[src/rtl/posit_pkg.sv]
package posit_pkg;

    // ==============================
    // posit<8,1> format
    // ==============================
    localparam int posit_n   = 8;
    localparam int posit_es  = 1;
    localparam int mant_size = posit_n - 3 - posit_es;  // widest fraction of one operand

    // ==============================
    // fir word fields
    // ==============================
    localparam int te_size        = 7;  // signed, holds the exponent of any product
    localparam int frac_full_size = 2 * mant_size + 1;  // product fraction without hidden one
    localparam int k_size         = 4;
    localparam int fir_total_size = 1 + te_size + frac_full_size;

    // special bit patterns
    localparam logic [posit_n-1:0] posit_zero   = '0;
    localparam logic [posit_n-1:0] posit_nar    = {1'b1, {(posit_n-1){1'b0}}};
    localparam logic [posit_n-1:0] posit_maxpos = 8'h7f;
    localparam logic [posit_n-1:0] posit_minpos = 8'h01;

    // req/ack handler states
    typedef enum logic [1:0] {
        st_idle,
        st_calc,
        st_done
    } mul_state_t;

endpackage
[src/rtl/posit_mul_unit.sv]
`timescale 1ns/100ps

module posit_mul_unit import posit_pkg::*; (
    input  logic               clk,
    input  logic               reset,
    input  logic               req,
    input  logic [posit_n-1:0] a,
    input  logic [posit_n-1:0] b,
    output logic               ack,
    output logic [posit_n-1:0] result
);

    mul_state_t state;

    logic [posit_n-1:0]        a_q;
    logic [posit_n-1:0]        b_q;

    logic                      sign_a;
    logic signed [te_size-1:0] total_exp_a;
    logic [mant_size-1:0]      frac_a;
    logic                      zero_a;
    logic                      nar_a;
    logic                      sign_b;
    logic signed [te_size-1:0] total_exp_b;
    logic [mant_size-1:0]      frac_b;
    logic                      zero_b;
    logic                      nar_b;

    logic [fir_total_size:0]   ops_in;
    logic [posit_n-1:0]        posit_prod;
    logic [posit_n-1:0]        result_next;

    // ==============================
    // datapath, settles within st_calc
    // ==============================
    posit_decoder u_dec_a (
        .posit     (a_q),
        .sign      (sign_a),
        .total_exp (total_exp_a),
        .frac      (frac_a),
        .is_zero   (zero_a),
        .is_nar    (nar_a)
    );

    posit_decoder u_dec_b (
        .posit     (b_q),
        .sign      (sign_b),
        .total_exp (total_exp_b),
        .frac      (frac_b),
        .is_zero   (zero_b),
        .is_nar    (nar_b)
    );

    fir_multiplier u_fir_multiplier (
        .sign_a      (sign_a),
        .total_exp_a (total_exp_a),
        .frac_a      (frac_a),
        .sign_b      (sign_b),
        .total_exp_b (total_exp_b),
        .frac_b      (frac_b),
        .ops_in      (ops_in)
    );

    fir_to_posit u_fir_to_posit (
        .ops_in (ops_in),
        .posit  (posit_prod)
    );

    // NaR wins over zero, so NaR times zero stays NaR
    always_comb begin
        if (nar_a || nar_b)
            result_next = posit_nar;
        else if (zero_a || zero_b)
            result_next = posit_zero;
        else
            result_next = posit_prod;
    end

    // ==============================
    // four-phase req/ack handler
    // ==============================
    always_ff @(posedge clk) begin
        if (reset) begin
            state  <= st_idle;
            result <= posit_zero;
        end else begin
            case (state)
                st_idle: if (req) state <= st_calc;
                st_calc: begin
                    result <= result_next;
                    state  <= st_done;
                end
                st_done: if (!req) state <= st_idle;  // hold ack until req drops
                default: state <= st_idle;
            endcase
        end
    end

    always_ff @(posedge clk) begin
        if (state == st_idle && req) begin
            a_q <= a;  // operands captured on acceptance
            b_q <= b;
        end
    end

    assign ack = (state == st_done);

endmodule

[src/rtl/fir_to_posit.sv]
`timescale 1ns/100ps

module fir_to_posit import posit_pkg::*; (
    input  logic [fir_total_size:0] ops_in,  // fir followed by frac_truncated
    output logic [posit_n-1:0]      posit
);

    logic [fir_total_size-1:0] fir;
    logic                      frac_truncated;
    logic                      sign;
    logic signed [te_size-1:0] te;
    logic [frac_full_size-1:0] frac_full;

    logic signed [k_size-1:0]  k;
    logic [posit_es-1:0]       next_exp;
    logic [mant_size-1:0]      frac;
    logic                      round_bit;
    logic                      sticky_bit;
    logic                      k_is_oob;
    logic                      non_zero_frac_field_size;
    logic [posit_n-1:0]        posit_encoded;
    logic [posit_n-1:0]        posit_pre_sign;

    assign {fir, frac_truncated} = ops_in;
    assign {sign, te, frac_full} = fir;

    pack_fields u_pack_fields (
        .frac_full                (frac_full),
        .total_exp                (te),
        .frac_truncated           (frac_truncated),
        .k                        (k),
        .next_exp                 (next_exp),
        .frac                     (frac),
        .round_bit                (round_bit),
        .sticky_bit               (sticky_bit),
        .k_is_oob                 (k_is_oob),
        .non_zero_frac_field_size (non_zero_frac_field_size)
    );

    // the magnitude is encoded and rounded, the sign comes last
    posit_encoder u_posit_encoder (
        .sign  (1'b0),
        .k     (k),
        .exp   (next_exp),
        .frac  (frac),
        .posit (posit_encoded)
    );

    round_posit u_round_posit (
        .posit                    (posit_encoded),
        .round_bit                (round_bit),
        .sticky_bit               (sticky_bit),
        .k_is_oob                 (k_is_oob),
        .non_zero_frac_field_size (non_zero_frac_field_size),
        .posit_rounded            (posit_pre_sign)
    );

    assign posit = sign ? (~posit_pre_sign + 1'b1) : posit_pre_sign;

endmodule

[src/rtl/round_posit.sv]
`timescale 1ns/100ps

module round_posit import posit_pkg::*; (
    input  logic [posit_n-1:0] posit,
    input  logic               round_bit,
    input  logic               sticky_bit,
    input  logic               k_is_oob,
    input  logic               non_zero_frac_field_size,
    output logic [posit_n-1:0] posit_rounded
);

    logic round_up;

    // ties go to an even last bit while fraction bits remain
    // with the exponent bit as the last place a set round bit always rounds up
    assign round_up = round_bit & (non_zero_frac_field_size ? (sticky_bit | posit[0]) : 1'b1);

    always_comb begin
        if (k_is_oob)
            posit_rounded = posit[posit_n-2] ? posit_maxpos : posit_minpos;  // clamped regime
        else if (round_up)
            posit_rounded = posit + 1'b1;
        else
            posit_rounded = posit;
    end

endmodule

[src/rtl/posit_encoder.sv]
`timescale 1ns/100ps

module posit_encoder import posit_pkg::*; (
    input  logic                     sign,
    input  logic signed [k_size-1:0] k,
    input  logic [posit_es-1:0]      exp,
    input  logic [mant_size-1:0]     frac,
    output logic [posit_n-1:0]       posit
);

    logic                                     regime_bit;
    logic [k_size-1:0]                        run;
    logic [posit_es+mant_size:0]              tail;  // terminator, exp, frac
    logic [posit_es+mant_size+posit_n-1:0]    ext;
    logic [posit_es+mant_size+posit_n-1:0]    ext_sh;
    logic [posit_n-2:0]                       body;

    assign regime_bit = ~k[k_size-1];
    assign run        = regime_bit ? (k + 1'b1) : (~k + 1'b1);  // k+1 ones or -k zeros

    assign tail = {~regime_bit, exp, frac};
    assign ext  = {tail, {(posit_n-1){1'b0}}};

    // shift the tail down behind the run, filling with the regime bit
    assign ext_sh = (ext >> run) | (regime_bit ? ~({$bits(ext){1'b1}} >> run) : '0);

    assign body = ext_sh[$bits(ext)-1 -: posit_n-1];  // excess bits fall off the end

    assign posit = sign ? -{1'b0, body} : {1'b0, body};

endmodule

[src/rtl/pack_fields.sv]
`timescale 1ns/100ps

module pack_fields import posit_pkg::*; (
    input  logic [frac_full_size-1:0]  frac_full,
    input  logic signed [te_size-1:0]  total_exp,
    input  logic                       frac_truncated,
    output logic signed [k_size-1:0]   k,
    output logic [posit_es-1:0]        next_exp,
    output logic [mant_size-1:0]       frac,
    output logic                       round_bit,
    output logic                       sticky_bit,
    output logic                       k_is_oob,
    output logic                       non_zero_frac_field_size
);

    logic signed [te_size-1:0]           k_raw;
    logic [posit_es+frac_full_size-1:0] stream;
    logic [posit_es+frac_full_size-1:0] stream_sh;
    int                                  regime_len;
    int                                  avail;

    // anything at or above maxpos, or below minpos, saturates
    assign k_is_oob = (total_exp >= (posit_n - 2) * (2 ** posit_es)) ||
                      (total_exp < -((posit_n - 2) * (2 ** posit_es)));

    assign frac = frac_full[frac_full_size-1 -: mant_size];

    always_comb begin
        k_raw = total_exp >>> posit_es;
        if (k_is_oob) begin
            k        = total_exp[te_size-1] ? k_size'(-(posit_n - 2)) : k_size'(posit_n - 2);
            next_exp = '0;
        end else begin
            k        = k_raw[k_size-1:0];
            next_exp = total_exp[posit_es-1:0];
        end

        // regime is the run plus its terminator, the rest of the body is left over
        regime_len = (k >= 0) ? (k + 2) : (1 - k);
        avail      = posit_n - 1 - regime_len;
        if (avail < 0)
            avail = 0;

        // first bit past the kept ones is the round bit
        stream     = {next_exp, frac_full};
        stream_sh  = stream << avail;
        round_bit  = stream_sh[posit_es+frac_full_size-1];
        sticky_bit = (|stream_sh[posit_es+frac_full_size-2:0]) | frac_truncated;

        non_zero_frac_field_size = (avail > posit_es);  // at least one fraction bit fits
    end

endmodule

[src/rtl/fir_multiplier.sv]
`timescale 1ns/100ps

module fir_multiplier import posit_pkg::*; (
    input  logic                      sign_a,
    input  logic signed [te_size-1:0] total_exp_a,
    input  logic [mant_size-1:0]      frac_a,
    input  logic                      sign_b,
    input  logic signed [te_size-1:0] total_exp_b,
    input  logic [mant_size-1:0]      frac_b,
    output logic [fir_total_size:0]   ops_in
);

    logic [mant_size:0]         mant_a;
    logic [mant_size:0]         mant_b;
    logic [2*mant_size+1:0]     prod;  // two integer bits, value in [1, 4)
    logic                       norm;
    logic                       sign;
    logic signed [te_size-1:0]  te;
    logic [frac_full_size-1:0]  frac_full;
    logic                       frac_truncated;

    assign mant_a = {1'b1, frac_a};  // hidden one restored
    assign mant_b = {1'b1, frac_b};
    assign prod   = mant_a * mant_b;

    assign norm = prod[2*mant_size+1];  // product reached 2

    assign sign = sign_a ^ sign_b;
    assign te   = total_exp_a + total_exp_b + {{(te_size-1){1'b0}}, norm};

    // the leading one is dropped, the rest is left aligned
    assign frac_full = norm ? prod[2*mant_size:0] : {prod[2*mant_size-1:0], 1'b0};

    assign frac_truncated = 1'b0;  // the whole product fits in frac_full

    assign ops_in = {sign, te, frac_full, frac_truncated};

endmodule

[src/rtl/posit_decoder.sv]
`timescale 1ns/100ps

module posit_decoder import posit_pkg::*; (
    input  logic [posit_n-1:0]        posit,
    output logic                      sign,
    output logic signed [te_size-1:0] total_exp,
    output logic [mant_size-1:0]      frac,
    output logic                      is_zero,
    output logic                      is_nar
);

    logic [posit_n-1:0]       mag;
    logic [posit_n-2:0]       body;  // everything below the sign
    logic [posit_n-2:0]       rest;  // exponent and fraction, left aligned
    logic [k_size-1:0]        run;
    logic                     hit_end;
    logic signed [k_size-1:0] k;
    logic [posit_es-1:0]      exp;

    assign is_zero = (posit == posit_zero);
    assign is_nar  = (posit == posit_nar);
    assign sign    = posit[posit_n-1];

    // negative posits are decoded from their two's complement
    assign mag  = sign ? (~posit + 1'b1) : posit;
    assign body = mag[posit_n-2:0];

    // length of the regime run, counted from the top
    always_comb begin
        run     = '0;
        hit_end = 1'b0;
        for (int i = posit_n - 2; i >= 0; i--) begin
            if (!hit_end && (body[i] == body[posit_n-2]))
                run = run + 1'b1;
            else
                hit_end = 1'b1;
        end
    end

    // a run of ones gives k = run - 1, a run of zeros gives k = -run
    assign k = body[posit_n-2] ? (run - 1'b1) : (~run + 1'b1);

    // drop the run and its terminating bit, zeros fill in from the right
    assign rest = body << (run + 1'b1);
    assign exp  = rest[posit_n-2 -: posit_es];
    assign frac = rest[posit_n-2-posit_es -: mant_size];

    // k * 2^es + exp, k sign extended
    assign total_exp = {{(te_size-k_size-posit_es){k[k_size-1]}}, k, exp};

endmodule

[config.mk]
export PLATFORM = sky130hd
export DESIGN_NAME = posit_mul_unit
export DESIGN_NICKNAME = d
export VERILOG_FILES = /design/src/rtl/posit_pkg.sv /design/src/rtl/posit_mul_unit.sv /design/src/rtl/fir_to_posit.sv /design/src/rtl/round_posit.sv /design/src/rtl/posit_encoder.sv /design/src/rtl/pack_fields.sv /design/src/rtl/fir_multiplier.sv /design/src/rtl/posit_decoder.sv
export SDC_FILE = /design/constraint.sdc
export NUM_CORES = 1
export LEC_CHECK = 0
export BUFFER_PORTS_ARGS = -buffer_cell sky130_fd_sc_hd__buf_2
export CORE_MARGIN = 3
export CORE_UTILIZATION = 65
export DETAILED_ROUTE_END_ITERATION = 8
export PLACE_DENSITY_LB_ADDON = 0.12
export SYNTH_ARGS = -nofsm -noshare
export SYNTH_HDL_FRONTEND = slang
export SYNTH_SLANG_ARGS = --single-unit
[constraint.sdc]
create_clock -name clk -period 37.3 [get_ports clk]
set_input_delay 7.46 -clock clk [delete_from_list [all_inputs] [get_ports clk]]
set_output_delay 7.46 -clock clk [all_outputs]
set_load 0.02 [all_outputs]
==> impl_metrics.json <==
{
  "areaGrowthSynthToFinish_pct": 2.73,
  "syn_area_per_cell_sq_um": 7.72,
  "clk_path_buf_depth": 2,
  "tns_ns": 0,
  "htreeDepth": 1,
  "start_kind": "flop",
  "clk_root_buffer_cell": "clkbuf_8",
  "route.detailed.drc": 0,
  "drtPass1Iterations": 5,
  "dpl.hpwl_mm": 12.0,
  "die-area_sq_um": 9910,
  "layout_commonest_cell": "nor2_1",
  "ctsResizeCount": 0,
  "cap_viol_max_count": 0,
  "final_cell_mix": "nor2_1 (67), nand2_1 (58), inv_1 (47)",
  "grt.overflow.total": 0,
  "status": "complete, no violations",
  "syn_inst": 737,
  "path_delay_family": "compound AO/OA/AOI/OAI gates",
  "rsz0062_at_grt": "false",
  "cts_tree": "built",
  "globalplace.congestion": 0.980,
  "min_path_type": "reg2reg",
  "wire_per_inst_um": 18.2,
  "clock_latency_ns": 0.27,
  "crit_type": "reg2reg",
  "routed-via-count": 5797,
  "final.setup_skew_ns": 0.00204,
  "fin_cells": 837,
  "arrival_ns": 15.33,
  "ys_warn_count": 0,
  "synth-edff-count": 16,
  "io_buffers": 27,
  "ys_ff_latch": 26,
  "slew_headroom_pct": 18.1,
  "dp_cells": 833,
  "synth.distinct_cells": 109,
  "drt-initial-drc-count": 487,
  "worst_path_largest_cell_delay_ns": 0.84,
  "antenna_cells": 0,
  "finalHoldViolCount": 0,
  "grt_use_total_pct": 30.4,
  "critPathBufInv": 5,
  "ios": 28,
  "antenna_found_initial": 0,
  "path_max_fanout": 14,
  "drive_above_1_share_pct": 12.4,
  "ant_nets": 0,
  "hold_buffers": 0,
  "cp_slowest_cell": "xnor2_1",
  "cpMostUsedCell": "ha_1",
  "min_period_ns": 15.17,
  "cts_sinks": 26,
  "tightest_slew_ns": 1.22,
  "vias_per_cell": 6.93,
  "grt_pass1_wl_mm": 25.6,
  "endpoint_kind": "flop",
  "core-area_sq_um": 8340,
  "synth_area_sq_um": 5690,
  "post-cts-setup-buffers": 0,
  "fp-row-count": 33,
  "async_flop_share_pct": 0,
  "synth-main-ff-cell": "edfxtp_1",
  "cp.required_ns": 37.46,
  "clk_pin_slew_worst_paths_ns": 0.09,
  "die-width_um": 99.6,
  "synth.net_count": 806,
  "grt_max_degree": 20,
  "cts_buffers": 3,
  "setup_viol": 0,
  "die_y_um": 99.6,
  "grt_pass1_vias": 5402,
  "drv_slew": 0,
  "min_period_over_period_pct": 40.7,
  "floorplan.initialDensity_pct": 68.2,
  "wirelength_mm": 15.2,
  "max_freq_mhz": 65.9,
  "synth_seq_area_share_pct": 12.0,
  "layout.nets": 802
}
## path summary, 6_finish.rpt
check                              start                endpoint  slack, ns  cells past startpoint
setup / recovery        a_q[0]$_DFFE_PP_  result[4]$_SDFFE_PP0N_      22.13                     52
hold / removal    result[3]$_SDFFE_PP0N_  result[3]$_SDFFE_PP0N_       0.48                      2
setup reg to reg        a_q[0]$_DFFE_PP_  result[4]$_SDFFE_PP0N_      22.13                     52
hold reg to reg   result[3]$_SDFFE_PP0N_  result[3]$_SDFFE_PP0N_       0.48                      2
## sequential cells by signal, indices dropped and copies added, names as in the netlist
signal	count
a_q	8
b_q	8
result	8
state	2
## cells in the mapped netlist (all sizes together) (9+ instances only)
master,instances,area [sq um]
a211oi,11,110
a21o,10,75.1
a21oi,46,238
a221oi,11,109
and3,11,68.8
buf,18,115
clkbuf,18,67.6
dfxtp,10,200
edfxtp,16,480
fa,10,200
ha,40,500
inv,49,184
nand2,60,235
nand2b,13,88.8
nand3,20,100
nor2,68,258
nor2b,17,106
nor3,13,65.1
nor4,9,92.6
o211ai,14,110
o21ai,49,253
o22ai,9,56.3
o31ai,10,104
or2,12,75.1
xnor2,25,238
xor2,12,120
## per-stage QoR
stage	utilization, %	area, sq um	setup slack [ns]	hold WS (ns)
final	70.1	5840	22.13	0.477
after global routing	70.1	5840	20.75	0.529
after CTS	70.1	5840	22.27	0.474
after detailed placement	69.3	5780	22.29	0.453
after global placement	69.3	5780	22.80	0.442
after floorplan	-	5690	25.01	0.493
## cells by family after synthesis
family                     Yosys count  share of synthesized area, %
and+or+nand+nor                    267                          24.9
AOI/OAI and AO/OA                  254                          34.7
buffers and inverters               88                          6.73
adders and majority gates           50                          12.3
xor gates and xnor gates            37                          6.29
DFF                                 26                          12.0
muxes                               15                          3.08
## layer usage
layer	GRT usage (%)	part of all wire, %	vias to the layer above	wire length (um)
met2	52.8	48	276	7250
met3	2.59	6.7	37	1020
li1	-	-	2776	-
met5	0	0	-	0
met1	39.8	43	2708	6510
met4	9.45	2.7	0	411
## worst min-delay path, cell delays in order, from the launching register on
cell	delay [ns]
dfxtp_1	0.34
nand2_1	0.05
o21ai_0	0.06
## cell type report
| type | count | area (sq um) |
|---|---|---|
| Multi-Input combinational cell | 623 | 4630 |
| Fill cell | 713 | 2500 |
| Sequential cell | 26 | 681 |
| Inverter | 52 | 200 |
| Timing Repair Buffer | 27 | 135 |
| Tap cell | 105 | 131 |
| Clock buffer | 4 | 66.3 |
Power is not shown: default switching activity piles up to over one toggle a cycle in this logic, so the estimate is an artifact.
